### src/hw/lcdPkg.sv
`default_nettype none

package lcdPkg;

   // ------------------------------
   // LCD bus widths
   // ------------------------------
   localparam int NibbleWidth = 4;   // display runs in 4-bit mode
   localparam int WaitWidth   = 20;  // enough for 750k cycles

   typedef logic [7:0] lcdByteT;     // one command or data byte

   // ------------------------------
   // nibble writer opcodes
   // ------------------------------
   typedef enum logic
   {
      opNibble = 1'b0,               // low nibble only, init phase
      opByte   = 1'b1                // high nibble then low nibble
   } writeOpT;

   // ------------------------------
   // sequencer states
   // ------------------------------
   typedef enum logic [4:0]
   {
      stPowerWait = 5'd0,            // long wait after power-on
      stInitSend  = 5'd1,            // init nibble 3,3,3,2
      stInitWait  = 5'd2,
      stCfgSend   = 5'd3,            // 0x28 0x06 0x0C 0x01
      stCfgWait   = 5'd4,
      stIdle      = 5'd5,            // ready for host bytes
      stHostSend  = 5'd6,
      stHostWait  = 5'd7
   } seqStateT;

   // function set 0x28 is two lines, 5x8 font
   // entry mode 0x06 increments the cursor, no shift

endpackage

`default_nettype wire

### src/hw/lcdDelayTimer.sv
`timescale 1ns/1ps
`default_nettype none

module lcdDelayTimer import lcdPkg::*; (
   input  logic                 Clock,
   input  logic                 rstN,
   input  logic                 tmLoad,      // restart with a new wait
   input  logic [WaitWidth-1:0] tmCount,     // wait length in cycles
   output logic                 tmExpired    // level, held until next load
);

   logic [WaitWidth-1:0] count;              // cycles still to go
   logic                 armed;              // some wait loaded since reset

   // ------------------------------
   // down-counter
   // ------------------------------
   always_ff @(posedge Clock)
   begin
      if (!rstN)
      begin
         count <= '0;
         armed <= 1'b0;                      // no expiry before first load
      end
      else if (tmLoad)
      begin
         count <= tmCount;
         armed <= 1'b1;
      end
      else if (count != '0)
      begin
         count <= count - 1'b1;              // parks at zero
      end
   end

   assign tmExpired = armed && (count == '0);

   // once at zero and not reloaded, the counter must not wrap to all ones
   assert property (@(posedge Clock) disable iff (!rstN)
      (!tmLoad && count == '0) |=> (count == '0))
      else $error("wait counter wrapped below zero");

endmodule

`default_nettype wire

### src/hw/lcdNibbleWriter.sv
`timescale 1ns/1ps
`default_nettype none

module lcdNibbleWriter import lcdPkg::*; #(
   parameter int unsigned EnableWidth = 12,   // enable high time in cycles
   parameter int unsigned NibbleGap   = 1     // extra low time between nibbles
) (
   input  logic                   Clock,
   input  logic                   rstN,
   input  logic                   wrStart,    // ignored while busy
   input  writeOpT                wrOp,
   input  lcdByteT                wrByte,
   input  logic                   wrRs,
   output logic                   wrDone,     // one-cycle pulse
   output logic                   wrBusy,
   output logic [NibbleWidth-1:0] lcdData,
   output logic                   lcdEnable,
   output logic                   lcdRs
);

   localparam int unsigned CntWidth = $clog2(NibbleGap + EnableWidth + 1);

   typedef enum logic [2:0]
   {
      phIdle,
      phHigh,                                 // high nibble pulse
      phGap,                                  // enable low between nibbles
      phLow,                                  // low nibble pulse
      phDone                                  // one cycle before wrDone
   } phaseT;

   phaseT               phase;
   logic [CntWidth-1:0] cnt;                  // pulse and gap width
   lcdByteT             byteReg;              // byte being sent
   logic                accept;

   assign accept = wrStart && (phase == phIdle);
   assign wrBusy = (phase != phIdle);

   // byte kept for the second nibble
   always_ff @(posedge Clock)
   begin
      if (accept)
      begin
         byteReg <= wrByte;
      end
   end

   // ------------------------------
   // phase sequencing
   // ------------------------------
   always_ff @(posedge Clock)
   begin
      if (!rstN)
      begin
         phase     <= phIdle;
         cnt       <= '0;
         lcdEnable <= 1'b0;
         lcdData   <= '0;
         lcdRs     <= 1'b0;
         wrDone    <= 1'b0;
      end
      else
      begin
         wrDone <= 1'b0;                      // default, pulse only
         unique case (phase)
            phIdle:
            begin
               if (accept)
               begin
                  lcdEnable <= 1'b1;          // rises 1 cycle after start
                  lcdRs     <= wrRs;
                  cnt       <= CntWidth'(EnableWidth - 1);
                  if (wrOp == opByte)
                  begin
                     lcdData <= wrByte[2*NibbleWidth-1:NibbleWidth];
                     phase   <= phHigh;
                  end
                  else
                  begin
                     lcdData <= wrByte[NibbleWidth-1:0];
                     phase   <= phLow;        // single nibble, init only
                  end
               end
            end
            phHigh:
            begin
               if (cnt == '0)
               begin
                  lcdEnable <= 1'b0;
                  cnt       <= CntWidth'(NibbleGap + EnableWidth - 1);
                  phase     <= phGap;
               end
               else
               begin
                  cnt <= cnt - 1'b1;
               end
            end
            phGap:
            begin
               lcdData <= byteReg[NibbleWidth-1:0];   // one cycle after fall
               if (cnt == '0)
               begin
                  lcdEnable <= 1'b1;
                  cnt       <= CntWidth'(EnableWidth - 1);
                  phase     <= phLow;
               end
               else
               begin
                  cnt <= cnt - 1'b1;
               end
            end
            phLow:
            begin
               if (cnt == '0)
               begin
                  lcdEnable <= 1'b0;          // last fall
                  phase     <= phDone;
               end
               else
               begin
                  cnt <= cnt - 1'b1;
               end
            end
            phDone:
            begin
               wrDone <= 1'b1;
               phase  <= phIdle;
            end
            default: phase <= phIdle;
         endcase
      end
   end

   // pins must hold still for the whole pulse
   assert property (@(posedge Clock) disable iff (!rstN)
      (lcdEnable && $past(lcdEnable)) |-> ($stable(lcdData) && $stable(lcdRs)))
      else $error("lcdData moved while enable high");

   assert property (@(posedge Clock) disable iff (!rstN) !(wrDone && lcdEnable))
      else $error("wrDone during an enable pulse");

endmodule

`default_nettype wire

### src/hw/lcdSequencer.sv
`timescale 1ns/1ps
`default_nettype none

module lcdSequencer import lcdPkg::*; #(
   parameter int unsigned PowerOnWait = 750000,
   parameter int unsigned InitWait    = 205000,
   parameter int unsigned ShortWait   = 5000,
   parameter int unsigned CmdWait     = 2000,
   parameter int unsigned ClearWait   = 85000
) (
   input  logic                 Clock,
   input  logic                 rstN,
   input  logic                 wrDone,
   input  logic                 wrBusy,
   input  logic                 tmExpired,
   input  logic                 bufValid,
   input  lcdByteT              bufByte,
   input  logic                 bufIsData,
   output logic                 wrStart,     // pulse
   output writeOpT              wrOp,
   output lcdByteT              wrByte,
   output logic                 wrRs,
   output logic                 tmLoad,      // pulse
   output logic [WaitWidth-1:0] tmCount,
   output logic                 bufTake,     // pulse, host byte consumed
   output logic                 initDone
);

   seqStateT             state;
   logic [1:0]           step;               // init or config step index
   logic                 issued;             // start or load already sent
   lcdByteT              stepByte;
   logic [WaitWidth-1:0] stepWait;

   // ------------------------------
   // per-step byte and wait
   // ------------------------------
   always_comb
   begin
      stepByte = 8'h00;
      stepWait = WaitWidth'(CmdWait);        // host bytes and most commands
      unique case (state)
         stPowerWait: stepWait = WaitWidth'(PowerOnWait);
         stInitSend, stInitWait:
         begin
            stepByte = (step == 2'd3) ? 8'h02 : 8'h03;   // 3,3,3 then 2
            if (step == 2'd0)
            begin
               stepWait = WaitWidth'(InitWait);
            end
            else if (step == 2'd1)
            begin
               stepWait = WaitWidth'(ShortWait);
            end
         end
         stCfgSend, stCfgWait:
         begin
            unique case (step)
               2'd0: stepByte = 8'h28;       // function set
               2'd1: stepByte = 8'h06;       // entry mode
               2'd2: stepByte = 8'h0C;       // display on, cursor off
               default:
               begin
                  stepByte = 8'h01;          // clear, slow on the display
                  stepWait = WaitWidth'(ClearWait);
               end
            endcase
         end
         default: ;
      endcase
   end

   // ------------------------------
   // main FSM
   // ------------------------------
   always_ff @(posedge Clock)
   begin
      if (!rstN)
      begin
         state    <= stPowerWait;
         step     <= 2'd0;
         issued   <= 1'b0;
         wrStart  <= 1'b0;
         wrOp     <= opNibble;
         wrByte   <= '0;
         wrRs     <= 1'b0;
         tmLoad   <= 1'b0;
         tmCount  <= '0;
         bufTake  <= 1'b0;
         initDone <= 1'b0;
      end
      else
      begin
         wrStart <= 1'b0;
         tmLoad  <= 1'b0;
         bufTake <= 1'b0;
         unique case (state)
            stPowerWait, stInitWait, stCfgWait, stHostWait:
            begin
               if (!issued)
               begin
                  tmLoad  <= 1'b1;           // first cycle in wait
                  tmCount <= stepWait;
                  issued  <= 1'b1;
               end
               else if (tmExpired && !tmLoad)   // old expiry still visible
               begin
                  issued <= 1'b0;
                  if (state == stPowerWait)
                  begin
                     state <= stInitSend;
                  end
                  else if (state == stHostWait)
                  begin
                     state <= stIdle;
                  end
                  else
                  begin
                     step <= step + 2'd1;    // wraps to 0 for config
                     if (step != 2'd3)
                     begin
                        state <= (state == stInitWait) ? stInitSend : stCfgSend;
                     end
                     else if (state == stInitWait)
                     begin
                        state <= stCfgSend;
                     end
                     else
                     begin
                        state    <= stIdle;
                        initDone <= 1'b1;    // host may write now
                     end
                  end
               end
            end
            stInitSend, stCfgSend:
            begin
               if (!issued && !wrBusy)
               begin
                  wrStart <= 1'b1;
                  wrByte  <= stepByte;
                  wrOp    <= (state == stInitSend) ? opNibble : opByte;
                  wrRs    <= 1'b0;           // commands
                  issued  <= 1'b1;
               end
               else if (wrDone)
               begin
                  issued <= 1'b0;
                  state  <= (state == stInitSend) ? stInitWait : stCfgWait;
               end
            end
            stIdle:
            begin
               if (bufValid && !wrBusy)
               begin
                  wrStart <= 1'b1;
                  wrByte  <= bufByte;
                  wrOp    <= opByte;
                  wrRs    <= bufIsData;      // address 1 is data
                  bufTake <= 1'b1;           // frees the slave buffer
                  state   <= stHostSend;
               end
            end
            stHostSend:
            begin
               if (wrDone)
               begin
                  state <= stHostWait;
               end
            end
            default: state <= stPowerWait;
         endcase
      end
   end

   // writer drops starts while busy, so none may be issued then
   assert property (@(posedge Clock) disable iff (!rstN) wrStart |-> !wrBusy)
      else $error("wrStart while writer busy");

endmodule

`default_nettype wire

### src/hw/lcdBusSlave.sv
`timescale 1ns/1ps
`default_nettype none

module lcdBusSlave import lcdPkg::*; (
   input  logic    Clock,
   input  logic    rstN,
   input  logic    wbCyc,
   input  logic    wbStb,
   input  logic    wbWe,
   input  logic    wbAdr,                     // 0 command, 1 data
   input  lcdByteT wbDatIn,
   input  logic    bufTake,
   input  logic    initDone,
   output lcdByteT wbDatOut,                  // status byte
   output logic    wbAck,
   output logic    bufValid,
   output lcdByteT bufByte,
   output logic    bufIsData
);

   logic request;                             // live cycle, not yet acked
   logic accept;

   // no second ack while the master still holds stb after the first
   assign request = wbCyc && wbStb && !wbAck;
   // writes stall until the buffer is free and init finished
   assign accept  = request && (!wbWe || (!bufValid && initDone));

   // ------------------------------
   // ack and buffer state
   // ------------------------------
   always_ff @(posedge Clock)
   begin
      if (!rstN)
      begin
         wbAck    <= 1'b0;
         bufValid <= 1'b0;
      end
      else
      begin
         wbAck <= accept;                     // one cycle after accept
         if (accept && wbWe)
         begin
            bufValid <= 1'b1;
         end
         else if (bufTake)
         begin
            bufValid <= 1'b0;                 // sequencer took it
         end
      end
   end

   // byte payload
   always_ff @(posedge Clock)
   begin
      if (accept && wbWe)
      begin
         bufByte   <= wbDatIn;
         bufIsData <= wbAdr;
      end
   end

   assign wbDatOut = {6'b0, initDone, initDone && !bufValid};

   assert property (@(posedge Clock) disable iff (!rstN)
      (wbAck && wbCyc && wbStb) |=> !wbAck)
      else $error("wbAck held two cycles in one transaction");

endmodule

`default_nettype wire

### src/hw/lcdController.sv
`timescale 1ns/1ps
`default_nettype none

module lcdController import lcdPkg::*; #(
   parameter int unsigned PowerOnWait = 750000,   // 15 ms at 50 MHz
   parameter int unsigned InitWait    = 205000,   // 4.1 ms
   parameter int unsigned ShortWait   = 5000,     // 100 us
   parameter int unsigned CmdWait     = 2000,     // 40 us
   parameter int unsigned ClearWait   = 85000,    // clear needs ~1.64 ms
   parameter int unsigned EnableWidth = 12,
   parameter int unsigned NibbleGap   = 1
) (
   input  logic                   Clock,
   input  logic                   rstN,
   input  logic                   wbCyc,
   input  logic                   wbStb,
   input  logic                   wbWe,
   input  logic                   wbAdr,
   input  lcdByteT                wbDatIn,
   output lcdByteT                wbDatOut,
   output logic                   wbAck,
   output logic [NibbleWidth-1:0] lcdData,
   output logic                   lcdEnable,
   output logic                   lcdRs
);

   // ------------------------------
   // internal links
   // ------------------------------
   logic                 bufValid;
   lcdByteT              bufByte;
   logic                 bufIsData;
   logic                 bufTake;
   logic                 initDone;
   logic                 wrStart;
   writeOpT              wrOp;
   lcdByteT              wrByte;
   logic                 wrRs;
   logic                 wrDone;
   logic                 wrBusy;
   logic                 tmLoad;
   logic [WaitWidth-1:0] tmCount;
   logic                 tmExpired;

   lcdBusSlave lcdBusSlave_inst (
      .Clock, .rstN, .wbCyc, .wbStb, .wbWe, .wbAdr, .wbDatIn,
      .bufTake, .initDone, .wbDatOut, .wbAck, .bufValid, .bufByte, .bufIsData
   );

   lcdSequencer #(
      .PowerOnWait (PowerOnWait),
      .InitWait    (InitWait),
      .ShortWait   (ShortWait),
      .CmdWait     (CmdWait),
      .ClearWait   (ClearWait)
   ) lcdSequencer_inst (
      .Clock, .rstN, .wrDone, .wrBusy, .tmExpired, .bufValid, .bufByte, .bufIsData,
      .wrStart, .wrOp, .wrByte, .wrRs, .tmLoad, .tmCount, .bufTake, .initDone
   );

   lcdNibbleWriter #(
      .EnableWidth (EnableWidth),
      .NibbleGap   (NibbleGap)
   ) lcdNibbleWriter_inst (
      .Clock, .rstN, .wrStart, .wrOp, .wrByte, .wrRs,
      .wrDone, .wrBusy, .lcdData, .lcdEnable, .lcdRs
   );

   lcdDelayTimer lcdDelayTimer_inst (
      .Clock, .rstN, .tmLoad, .tmCount, .tmExpired
   );

endmodule

`default_nettype wire

### config.mk
export PLATFORM = sky130hd
export DESIGN_NAME = lcdController
export DESIGN_NICKNAME = d
export VERILOG_FILES = /design/src/hw/lcdPkg.sv /design/src/hw/lcdDelayTimer.sv /design/src/hw/lcdNibbleWriter.sv /design/src/hw/lcdSequencer.sv /design/src/hw/lcdBusSlave.sv /design/src/hw/lcdController.sv
export SDC_FILE = /design/constraint.sdc
export NUM_CORES = 1
export LEC_CHECK = 0
export BUFFER_PORTS_ARGS = -buffer_cell sky130_fd_sc_hd__buf_2
export CORE_ASPECT_RATIO = 1.4
export CORE_MARGIN = 4
export CORE_UTILIZATION = 55
export CTS_CLUSTER_SIZE = 40
export DETAILED_ROUTE_END_ITERATION = 6
export PLACE_DENSITY = 0.73
export SYNTH_ARGS = -nofsm -noshare
export SYNTH_HDL_FRONTEND = slang
export SYNTH_SLANG_ARGS = --single-unit
### constraint.sdc
create_clock -name Clock -period 6.6 [get_ports Clock]
set_input_delay 1.65 -clock Clock [delete_from_list [all_inputs] [get_ports Clock]]
set_output_delay 1.65 -clock Clock [all_outputs]
set_load 0.01 [all_outputs]
==> Yosys cells after proc, flatten, opt, wreduce, memory -nomap -nowiden <==
Index checks and enable logic that the tools add are counted.
{ "classes": {"n_addsub": 3, "n_eq_ne": 29, "mux": 62, "bitwise": 5, "n_reduce_logical": 50} }
{ "ops": {"columns": ["cell", "count"], "rows": [
  ["20-bit 2-to-1 mux", 3],
  ["20-bit one-hot mux with 3 select lines", 1],
  ["5-bit 2-to-1 mux", 9],
  ["8-bit one-hot mux with 2 select lines", 2],
  ["4-bit 2-to-1 mux", 6],
  ["2-bit by 1-bit inequality test with 1-bit output (second input constant)", 11],
  ["5-bit by 3-bit == test with 1-bit output (second input constant)", 4],
  ["20-bit zero test", 1],
  ["5-bit one-hot mux with 4 select lines", 1],
  ["20-bit nonzero test", 1],
  ["20-bit by 1-bit subtractor with 20-bit output (second input constant)", 1],
  ["1-bit 2-to-1 mux", 19],
  ["3-bit 2-to-1 mux", 6],
  ["6-bit one-hot mux with 3 select lines", 1],
  ["17-bit 2-to-1 mux", 1],
  ["8-bit 2-to-1 mux", 2],
  ["4-bit one-hot mux with 4 select lines", 1],
  ["13-bit 2-to-1 mux", 1],
  ["3-bit one-hot mux with 4 select lines", 1],
  ["2-bit AND reduction", 6],
  ["5-bit by 2-bit == test with 1-bit output (second input constant)", 2],
  ["1-bit logical AND", 10],
  ["2-bit nonzero test", 5],
  ["1-bit one-hot mux with 2 select lines", 4],
  ["other kinds (30)", 50]
]} }
{ "totals": {"register_bits": 92, "inputBits": 14, "output_inout_bits": 15, "wordCells": 173} }

==> Longest topological paths before layout <==
Gate-level depths: netlist of the first run.
{ "logic_depth": {"depth_word": 8, "ltp_mapped": 8, "mapped_depth_nobuf": 7} }

==> Modules after synthesis <==
A second synthesis of the first run with hierarchy kept.
{ "hier_totals": {"hier_cells": 470, "area_unflattened_um2": 4275.4} }
{ "modules_own_cells": {"columns": ["mod", "n_inst", "cells_each", "area_each_um2", "seq_area_each_um2"], "rows": [
  ["lcdSequencer", 1, 212, 1816.7, 660.6],
  ["lcdDelayTimer", 1, 136, 1119.8, 420.4],
  ["lcdNibbleWriter", 1, 94, 890.9, 400.4],
  ["lcdBusSlave", 1, 28, 447.9, 310.3]
]} }

==> Least setup slack after synthesis of the first run <==
OpenSTA, ideal clock, no wires.
{ "synth_path": {"kind": "input -> register", "from": "in wbWe", "to": "reg lcdBusSlave_inst.bufByte[0], enable pin", "setup_ns": 0.406, "arrival_time_ns": 2.942, "required_time_ns": 6.194, "path_slack_ns": 3.252, "path_stages": 2, "n_path_buf": 0, "cell_sequence": "nor2b_1 -> nor4b_1"} }
{ "synth_between": {"elab_chain_len": 4} }
{ "synth_rtl": {"columns": ["item", "line", "text"], "rows": [
  ["from (decl)", "lcdController.sv:17", "input logic wbWe,"],
  ["1-bit zero test", "lcdBusSlave.sv:27", "assign accept = request && (!wbWe || (!bufValid && initDone));"],
  ["1-bit logical OR", "lcdBusSlave.sv:27", null],
  ["1-bit logical AND", "lcdBusSlave.sv:27", null],
  ["1-bit logical AND (*)", "lcdBusSlave.sv:56", "if (accept && wbWe)"],
  ["to (signal assigned)", "lcdBusSlave.sv:58", "bufByte <= wbDatIn;"],
  ["to (decl)", "lcdBusSlave.sv:17", "output lcdByteT bufByte,"]
]} }
Every way passes the cells marked *; elsewhere a longest branch is shown, timed or not.
A chain may end at the register's enable or synchronous reset.

==> results_dict.tcl, run 1 <==
set metrics [dict create \
    status "completed" \
    hold_viol_final 0 \
    yosysWarnings 0 \
    crit_type "in2reg" \
    num_io_pins 29 \
    cts_made_buffers 9 \
    crit_path_end_kind "flip-flop" \
    yosys-top-cells-count "70 x dfxtp_1, 53 x nor2_1, 42 x a21oi_1" \
    rsz0062_at_grt "false" \
    min_path_cells 2 \
    arrival_ns 3.34 \
    yosysSeqAreaShare_pct 43.9 \
    grt_pass1_vias 3302 \
    fin_tns_setup_ns 0 \
    r2r-start "lcdSequencer_inst.state[2]$_SDFFE_PN0P_" \
    hold_start "lcdSequencer_inst.tmCount[6]$_SDFFE_PN0P_" \
    whs_endpoint "lcdSequencer_inst.tmCount[6]$_SDFFE_PN0P_" \
    synth_most_common_cell "dfxtp_1" \
    clkSinkCount 83 \
    portBuffers 22 \
    r2r_cells 5 \
    dp.cells 562 \
    power_density_nw_per_um2 298 \
    synth.area.top_cells "dfxtp_1 34%, edfxtp_1 9.6%, a21oi_1 5.1%" \
    start_util_pct 57.4 \
    fin_crit_sh_pct 46.6 \
    max-clock-path-buffers 2 \
    area_growth_pct 7.84 \
    ir_drop_mv 0.171 \
    diodes 0 \
    worst_pin_slew_ns 1.03 \
    ys.flop_type "dfxtp_1" \
    root_buffer "clkbuf_8" \
    synth_cells 470 \
    cap_violations 0 \
    synth_area_per_cell_sq_um 8.69 \
    grt.overflow.total 0 \
    ys_ff_latch 83 \
    r2r_end "lcdSequencer_inst.wrByte[6]$_SDFFE_PN0P_" \
    yosysTopAreaCell "dfxtp_1" \
    via_per_inst 5.88 \
    max_slew_margin_pct 31.0 \
    dpl_cell_area_sq_um 4210 \
    slew_violations 0 \
    reg2reg_slack_ns 3.70 \
    grt_pass1_wl_um 15000 \
    place.gp.congestion 0.890 \
    p_leak_nw 1.61 \
    coreArea_sq_um 7120 \
    fin_crit_ns 3.08 \
    grt_max_degree 36 \
    synth_area_sq_um 4090 \
    ys_types 60 \
    cts_resized 0 \
    final_cell_area_sq_um 4410 \
    final_nets 502 \
    final_layout_size_suffix_gt1_share_pct 11.6 \
    die_w_um 80.8 \
    final_util_pct 61.9 \
    dieHeight_um 110 \
    clk_latency_ns 0.36 \
    wire_per_inst_um 15.3 \
    cp_max_fo 35 \
    via_count 3401 \
    holdBufCountCts 0 \
    fin_skew_ns 0.00765 \
    drt-pass1-iter-count 4 \
    start_kind "input port" \
    grt_usage_pct 21.9 \
    cts_setup_buffers 0 \
    initialDrtViolationCount 172 \
    row_count 36 \
    htree_levels 3 \
    async_flop_share_pct 0 \
    required_ns 6.86 \
    drtAntennaViolNets 0 \
    final_cells 578 \
    fmax_mhz 325 \
    fp.dieArea_sq_um 8890 \
    synth-edff-count 13 \
    wirelength_um 8860 \
    drc 0 \
    cts_tree "done" \
    hold_class "reg2reg" \
    path_clk_slew_ns 0.09 \
    yosys.area.top_type_share_pct 34.3 \
    antenna_found_initial 0 \
    dpl.hpwl_um 6370 \
    finalSetupViolCount 0 \
]
how the worst max path moves through the flow:
stage | from | end | slack, ns | cells past startpoint
3_5_place_dp | rstN | lcdSequencer_inst.wrByte[6]$_SDFFE_PN0P_ | 3.14 | 4
2_1_floorplan | wbWe | lcdBusSlave_inst.bufByte[0]$_DFFE_PP_ | 3.25 | 2
3_3_place_gp | rstN | lcdSequencer_inst.wrByte[4]$_SDFFE_PN0P_ | 3.17 | 4
5_1_grt | rstN | lcdSequencer_inst.wrByte[4]$_SDFFE_PN0P_ | 3.30 | 4
4_1_cts | rstN | lcdSequencer_inst.wrByte[6]$_SDFFE_PN0P_ | 3.54 | 4
6_report | rstN | lcdSequencer_inst.wrByte[6]$_SDFFE_PN0P_ | 3.52 | 4
stage by stage:
stage / power, mW / setup slack, ns / hold WS [ns]
2_1_floorplan: 0.881 / 3.25 / 0.424
3_3_place_gp: 0.944 / 3.17 / 0.436
3_5_place_dp: 0.950 / 3.14 / 0.449
4_1_cts: 1.32 / 3.54 / 0.460
5_1_grt: 1.40 / 3.30 / 0.481
6_report: 1.31 / 3.52 / 0.460
flip-flops by register name, indices dropped and copies added (netlist names), 2 cells and up:
signal and flops:
lcdBusSlave_inst.bufByte 8, lcdDelayTimer_inst.count 20, lcdNibbleWriter_inst.byteReg 4, lcdNibbleWriter_inst.cnt 4, lcdNibbleWriter_inst.lcdData 4, lcdNibbleWriter_inst.phase 3, lcdSequencer_inst.state 3, lcdSequencer_inst.step 2
lcdSequencer_inst.tmCount 13, lcdSequencer_inst.wrByte 8
report_power, final:
group          total [mW]  internal [mW]  switching [mW]
Combinational       0.327          0.138           0.189
Clock               0.373          0.178           0.195
Sequential          0.615          0.558          0.0565
cells in the final DEF (no fill, tap or decap), drive strengths merged, types with 5 or more instances in the layout:
cell type / n
inv: 18
conb: 6
clkbuf: 9
xor2: 5
or3: 7
or4: 6
ha: 10
xnor2: 10
nand3: 6
nand2: 39
a21oi: 42
nor2: 53
buf: 24
o21ai: 32
nor2b: 9
nor4: 10
dfxtp: 70
mux2i: 9
a211oi: 10
a22oi: 6
a22o: 5
edfxtp: 13
nor3: 16
routing by layer:
layer / up-vias / share of wire, % / global-route usage, %
li1: 1707 / - / -
met1: 1587 / 41 / 24.3
met2: 76 / 51 / 38.1
met3: 31 / 3.1 / 3.25
met4: 0 / 5.1 / 14.9
met5: - / 0 / 0
worst max-delay path, stage by stage:
cell and delay, ns:
buf_2 0.29, inv_1 0.84, nor2_1 0.22, a22o_1 0.29
cell type report:
type                    count  area [sq um]
clock buffers               9           124
clock inverters             7          75.1
fillers                   679          2710
inverters                  15          56.3
multi-input cells         345          2110
flip-flops and latches     83          1790
well taps                  95           119
repair buffers             24           125
cells by family after synthesis:
| family | count (synthesis) | share of synthesized area, % |
|---|---|---|
| and+or+nand+nor | 174 | 22.0 |
| AOI/OAI and AO/OA | 129 | 20.0 |
| DFF | 83 | 43.9 |
| buffers and inverters | 47 | 4.99 |
| xor gates and xnor gates | 15 | 3.22 |
| muxes | 11 | 2.76 |
| adders and majority gates | 10 | 3.06 |
| other | 1 | 0.0918 |
Note: power is estimated with default switching activity, not from simulation.
==> run 2: changes to the inputs <==
--- a/config.mk
+++ b/config.mk
@@ -8,10 +8,10 @@
 export BUFFER_PORTS_ARGS = -buffer_cell sky130_fd_sc_hd__buf_2
 export CORE_ASPECT_RATIO = 1.4
 export CORE_MARGIN = 4
-export CORE_UTILIZATION = 55
+export CORE_UTILIZATION = 54
 export CTS_CLUSTER_SIZE = 40
 export DETAILED_ROUTE_END_ITERATION = 6
-export PLACE_DENSITY = 0.73
+export PLACE_DENSITY = 0.74
 export SYNTH_ARGS = -nofsm -noshare
 export SYNTH_HDL_FRONTEND = slang
 export SYNTH_SLANG_ARGS = --single-unit
==> constraint.sdc (replaced) <==
create_clock -name Clock -period 2.8 [get_ports Clock]
set_input_delay 0.7 -clock Clock [delete_from_list [all_inputs] [get_ports Clock]]
set_output_delay 0.7 -clock Clock [all_outputs]
set_load 0.01 [all_outputs]
==> results_dict.tcl, run 2 (synthesized netlist as in run 1, its figures left out) <==
set metrics [dict create \
    status "completed" \
    cts_resized 0 \
    final_cell_area_sq_um 4510 \
    dpl.hpwl_um 6510 \
    final_cell_mix "70 x dfxtp_1, 53 x nor2_1, 42 x a21oi_1, 39 x nand2_1, 31 x o21ai_0" \
    cts_setup_buffers 0 \
    rsz0062_at_grt "false" \
    cts_made_buffers 9 \
    start_kind "flip-flop" \
    combPwrFrac_pct 26.6 \
    grt.overflow.total 0 \
    grt_pass1_wl_um 15200 \
    root_buffer "clkbuf_8" \
    top_register "lcdDelayTimer_inst.count" \
    wire_per_inst_um 15.1 \
    max_slew_margin_pct 47.4 \
    final_layout_size_suffix_gt1_share_pct 13.9 \
    holdBufCountCts 0 \
    path_clk_slew_ns 0.09 \
    slew_violations 0 \
    p_leak_nw 1.67 \
    worst_pin_slew_ns 0.783 \
    path_cells "or4_4, or4_1, or3_4, o211ai_1, o32ai_1" \
    num_io_pins 29 \
    final_nets 515 \
    hold_class "reg2reg" \
    cts_tree "done" \
    fin_crit_ns 2.43 \
    die_w_um 81.5 \
    clkSinkCount 83 \
    clockPowerShare_pct 27.8 \
    htree_levels 3 \
    arrival_ns 2.68 \
    fmax_mhz 411 \
    required_ns 3.05 \
    finalSetupViolCount 0 \
    row_count 37 \
    fp.dieArea_sq_um 9040 \
    antenna_found_initial 0 \
    dr_wl_met3_um 339 \
    drtAntennaViolNets 0 \
    cpPeakStageDelay_ns 0.60 \
    portBuffers 22 \
    initialDrtViolationCount 189 \
    start_util_pct 55.5 \
    power.share.sequential_pct 45.6 \
    grt_usage_pct 21.3 \
    dieHeight_um 111 \
    fin_crit_sh_pct 86.8 \
    place.gp.congestion 0.864 \
    cpMaxStageDelayCell "or4_1" \
    swShare_pct 33.4 \
    coreArea_sq_um 7360 \
    area_growth_pct 10.3 \
    fin_tns_setup_ns 0 \
    max-clock-path-buffers 2 \
    hold_viol_final 0 \
    via_count 3456 \
    crit_family "simple AND/OR/NAND/NOR gates" \
    diodes 0 \
    top_layer_used "met4" \
    fin_skew_ns 0.00607 \
    ir_drop_mv 0.434 \
    path_buf_inv 0 \
    p_int_mw 2.11 \
    dpl_cell_area_sq_um 4310 \
    layout_commonest_cell "dfxtp_1" \
    via_per_inst 5.83 \
    drt-pass1-iter-count 4 \
    crit_type "reg2reg" \
    p_sw_mw 1.06 \
    clk_latency_ns 0.37 \
    grt_pass1_vias 3303 \
    met2_length_um 4570 \
    power_density_nw_per_um2 702 \
    cap_violations 0 \
    grt_max_degree 30 \
    crit_path_end_kind "flip-flop" \
    m1WireLength_um 3800 \
    top_regs "lcdDelayTimer_inst.count x20, lcdSequencer_inst.tmCount x13" \
    largest_reg_flops 20 \
    drc 0 \
    wirelength_um 8940 \
    cp_max_fo 9 \
]
run 2: worst min-delay path, stage by stage (launching register included):
cell and delay, ns:
dfxtp_1 0.32, nand2_1 0.05, a21oi_1 0.05
run 2: worst paths after layout:
kind	from	to	slack [ns]	cells after the start
setup / recovery	lcdDelayTimer_inst.count[4]$_SDFFE_PN0P_	lcdSequencer_inst.state[1]$_SDFFE_PN0P_	0.37	5
hold / removal	lcdSequencer_inst.tmCount[11]$_SDFFE_PN0P_	lcdSequencer_inst.tmCount[11]$_SDFFE_PN0P_	0.47	2
setup reg to reg	lcdDelayTimer_inst.count[4]$_SDFFE_PN0P_	lcdSequencer_inst.state[1]$_SDFFE_PN0P_	0.37	5
hold reg to reg	lcdSequencer_inst.tmCount[11]$_SDFFE_PN0P_	lcdSequencer_inst.tmCount[11]$_SDFFE_PN0P_	0.47	2
run 2: power by group through the flow:
stage | Sequential, mW | Clock, mW | Combinational (mW)
after floorplan | 1.43 | 0 | 0.646
after global placement | 1.46 | 0 | 0.814
after detailed placement | 1.47 | 0 | 0.834
after CTS | 1.44 | 0.901 | 0.841
after global routing | 1.46 | 0.951 | 0.953
final | 1.44 | 0.881 | 0.840
run 2: metrics by stage:
| step | setup slack [ns] | instances | power (mW) | utilization, % | hold slack (ns) |
|---|---|---|---|---|---|
| after floorplan | 0.402 | 475 | 2.08 | - | 0.424 |
| after global placement | 0.459 | 577 | 2.28 | 58.5 | 0.438 |
| after detailed placement | 0.399 | 577 | 2.30 | 58.5 | 0.451 |
| after CTS | 0.379 | 593 | 3.18 | 61.2 | 0.463 |
| after global routing | 0.270 | 593 | 3.36 | 61.2 | 0.488 |
| final | 0.368 | 593 | 3.16 | 61.2 | 0.465 |
run 2: final cells by class:
cell class / instances / area, sq um
fillers: 637 / 2850
multi-input cells: 345 / 2110
flip-flops and latches: 83 / 1790
repair buffers: 37 / 223
clock buffers: 9 / 124
well taps: 97 / 121
clock inverters: 7 / 76.3
inverters: 15 / 56.3
run 2: routing by layer:
layer / up-vias / global-route usage, %
li1: 1734 / -
met3: 17 / 4.55
met1: 1634 / 26.2
met2: 71 / 35.0
met5: - / 0
met4: 0 / 9.24
==> run 3: changes to the inputs <==
--- a/config.mk
+++ b/config.mk
@@ -5,13 +5,14 @@
 export SDC_FILE = /design/constraint.sdc
 export NUM_CORES = 1
 export LEC_CHECK = 0
+export ABC_AREA = 1
 export BUFFER_PORTS_ARGS = -buffer_cell sky130_fd_sc_hd__buf_2
 export CORE_ASPECT_RATIO = 1.4
 export CORE_MARGIN = 4
-export CORE_UTILIZATION = 54
+export CORE_UTILIZATION = 55
 export CTS_CLUSTER_SIZE = 40
 export DETAILED_ROUTE_END_ITERATION = 6
-export PLACE_DENSITY = 0.74
+export PLACE_DENSITY = 0.73
 export SYNTH_ARGS = -nofsm -noshare
 export SYNTH_HDL_FRONTEND = slang
 export SYNTH_SLANG_ARGS = --single-unit
==> constraint.sdc (replaced) <==
create_clock -name Clock -period 3.05 [get_ports Clock]
set_input_delay 0.7625 -clock Clock [delete_from_list [all_inputs] [get_ports Clock]]
set_output_delay 0.7625 -clock Clock [all_outputs]
set_load 0.01 [all_outputs]
==> results_dict.tcl, run 3 <==
set metrics [dict create \
    ir_drop_mv 0.550 \
    layout_commonest_cell "nand2_1" \
    status "completed" \
    hold_viol_final 0 \
    r2r_cells 9 \
    combPwrFrac_pct 47.0 \
    r2r-start "lcdDelayTimer_inst.count[0]$_SDFFE_PN0P_" \
    max-clock-path-buffers 2 \
    portBuffers 22 \
    clkSinkCount 83 \
    swShare_pct 45.6 \
    synth_most_common_cell "nand2_1" \
    via_count 3501 \
    worst_pin_slew_ns 0.621 \
    synth_cells 549 \
    grt.overflow.total 0 \
    finalSetupViolCount 0 \
    r2r_end "lcdDelayTimer_inst.count[7]$_SDFFE_PN0P_" \
    drt-pass1-iter-count 4 \
    hold_start "lcdSequencer_inst.wrByte[0]$_SDFFE_PN0P_" \
    dpl.hpwl_um 6420 \
    max_slew_margin_pct 58.5 \
    coreArea_sq_um 7070 \
    cp_max_fo 13 \
    grt_pass1_vias 3447 \
    cts_tree "done" \
    whs_endpoint "lcdNibbleWriter_inst.byteReg[0]$_DFFE_PP_" \
    nFillCells 658 \
    synth_area_per_cell_sq_um 7.41 \
    clockPowerShare_pct 16.5 \
    wirelength_um 8760 \
    synth.area.top_cells "dfxtp_1 34%, nand2_1 12%, edfxtp_1 9.6%" \
    drtAntennaViolNets 0 \
    top_regs "lcdDelayTimer_inst.count x20, lcdSequencer_inst.tmCount x13" \
    yosysTopAreaCell "dfxtp_1" \
    yosysWarnings 0 \
    num_io_pins 29 \
    top_register "lcdDelayTimer_inst.count" \
    finalWorstSetupSlack_ns 1.23 \
    p_int_mw 2.38 \
    final_cell_area_sq_um 4400 \
    hold_class "reg2reg" \
    holdBufCountCts 0 \
    cts_resized 0 \
    fin_tns_setup_ns 0 \
    arrival_ns 2.12 \
    htree_levels 3 \
    fin_crit_sh_pct 59.7 \
    via_per_inst 5.23 \
    antenna_found_initial 0 \
    row_count 36 \
    cpPeakStageDelay_ns 0.45 \
    drc 0 \
    wire_per_inst_um 13.1 \
    cap_violations 0 \
    async_flop_share_pct 0 \
    cpMaxStageDelayCell "nor2_2" \
    start_util_pct 57.6 \
    fp.dieArea_sq_um 8860 \
    yosys-top-cells-count "130 x nand2_1, 71 x nor2_1, 70 x dfxtp_1" \
    crit_path_end_kind "flip-flop" \
    post-place-ws_ns 1.09 \
    grt_usage_pct 22.0 \
    grt_max_degree 33 \
    path_clk_slew_ns 0.09 \
    diodes 0 \
    slew_violations 0 \
    fmax_mhz 549 \
    yosys.area.top_type_share_pct 34.4 \
    dpl_cell_area_sq_um 4230 \
    p_sw_mw 1.99 \
    ys.flop_type "dfxtp_1" \
    initialDrtViolationCount 280 \
    synth_area_sq_um 4070 \
    root_buffer "clkbuf_8" \
    grt_pass1_wl_um 15200 \
    p_leak_nw 1.91 \
    final_nets 594 \
    synth-edff-count 13 \
    ys_ff_latch 83 \
    power_density_nw_per_um2 993 \
    place.gp.congestion 0.869 \
    required_ns 3.34 \
    largest_reg_flops 20 \
    setup.worst_path.start "lcdDelayTimer_inst.count[0]$_SDFFE_PN0P_" \
    power.share.sequential_pct 36.5 \
    ys_types 39 \
    cpMostUsedCell "inv_1" \
    reg2reg_slack_ns 1.23 \
    start_kind "flip-flop" \
    yosysSeqAreaShare_pct 44.0 \
    die_w_um 80.7 \
    clk_latency_ns 0.36 \
    path_cells "inv_1, ha_1, nand3_1, nor2_1, nand2_1, inv_1, nor2_2, o21ai_0, a21oi_1" \
    dieHeight_um 110 \
    rsz0062_at_grt "false" \
    fin_crit_ns 1.82 \
    cts_setup_buffers 0 \
    final_cell_mix "130 x nand2_1, 71 x nor2_1, 70 x dfxtp_1, 57 x inv_1, 49 x a21oi_1" \
    fin_skew_ns 0.00678 \
    cts_made_buffers 9 \
    crit_type "reg2reg" \
    min_path_cells 0 \
    final_layout_size_suffix_gt1_share_pct 11.7 \
    area_growth_pct 8.18 \
]
==> run 3: changes by cell type after synthesis, sizes merged, moves of 10 or more <==
cell and change:
nand3 +24, nor2 +29, inv +49, clkbuf -14
nand2 +93, nor4 -10
==> run 3: final cells by class <==
class | instances | area [sq um] | area share [%]
Multi-Input combinational cell | 386 | 1940 | 44.1
Sequential cell | 83 | 1790 | 40.7
Inverter | 66 | 250 | 5.68
Timing Repair Buffer | 24 | 125 | 2.84
Clock buffer | 9 | 124 | 2.81
Tap cell | 95 | 119 | 2.70
Clock inverter | 7 | 51.3 | 1.17
==> run 3: metrics by stage <==
step	hold WS, ns	total power, mW	std cells	util (%)
6_report	0.442	4.37	670	62.3
5_1_grt	0.463	4.79	670	62.3
4_1_cts	0.444	4.37	670	62.3
3_5_place_dp	0.422	3.64	654	59.8
3_3_place_gp	0.427	3.61	654	59.8
2_1_floorplan	0.408	3.22	554	-
==> run 3: worst max-delay path, delay by kind of cell, from the launching register on <==
family / cells / cell delay [ns]
AO/OA/AOI/OAI: 2 / 0.37
adder cells (fa/ha/maj): 1 / 0.25
buffers and inverters: 2 / 0.14
flip-flops: 1 / 0.31
AND/OR/NAND/NOR: 4 / 0.68
==> run 3: worst max-delay path by stage <==
stage	end	depth (start not counted)
after floorplan	lcdBusSlave_inst.bufByte[0]$_DFFE_PP_	4
after global placement	lcdSequencer_inst.wrByte[0]$_SDFFE_PN0P_	6
after detailed placement	lcdNibbleWriter_inst.cnt[1]$_SDFFE_PN0P_	4
after CTS	wbDatOut[0]	3
after global routing	lcdDelayTimer_inst.count[10]$_SDFFE_PN0P_	9
final	lcdDelayTimer_inst.count[7]$_SDFFE_PN0P_	9
==> run 3: power groups by stage <==
stage          clock network (mW)  registers [mW]  logic [mW]
6_report                    0.721            1.59        2.06
5_1_grt                     0.790            1.63        2.36
4_1_cts                     0.737            1.59        2.05
3_3_place_gp                    0            1.61        2.00
3_5_place_dp                    0            1.61        2.02
2_1_floorplan                   0            1.53        1.68
==> run 3: kinds of logic (layout without fill, tap and decap cells) <==
group           Yosys count  count (layout)  synth area share, %
simple gates            259             259                 27.9
other cells               1               6               0.0921
buf+inv                  85             106                 8.73
xor+xnor                  8               8                 1.72
compound gates          103             103                 14.5
flops                    83              83                 44.0
fa+ha+maj                10              10                 3.07
==> run 3: metal layers <==
| layer | track usage, % | vias to the layer above | routed length [um] |
|---|---|---|---|
| met5 | 0 | - | 0 |
| met4 | 8.82 | 0 | 173 |
| met3 | 5.33 | 14 | 368 |
| met2 | 39.0 | 78 | 4540 |
| met1 | 25.2 | 1592 | 3670 |
| li1 | - | 1817 | - |
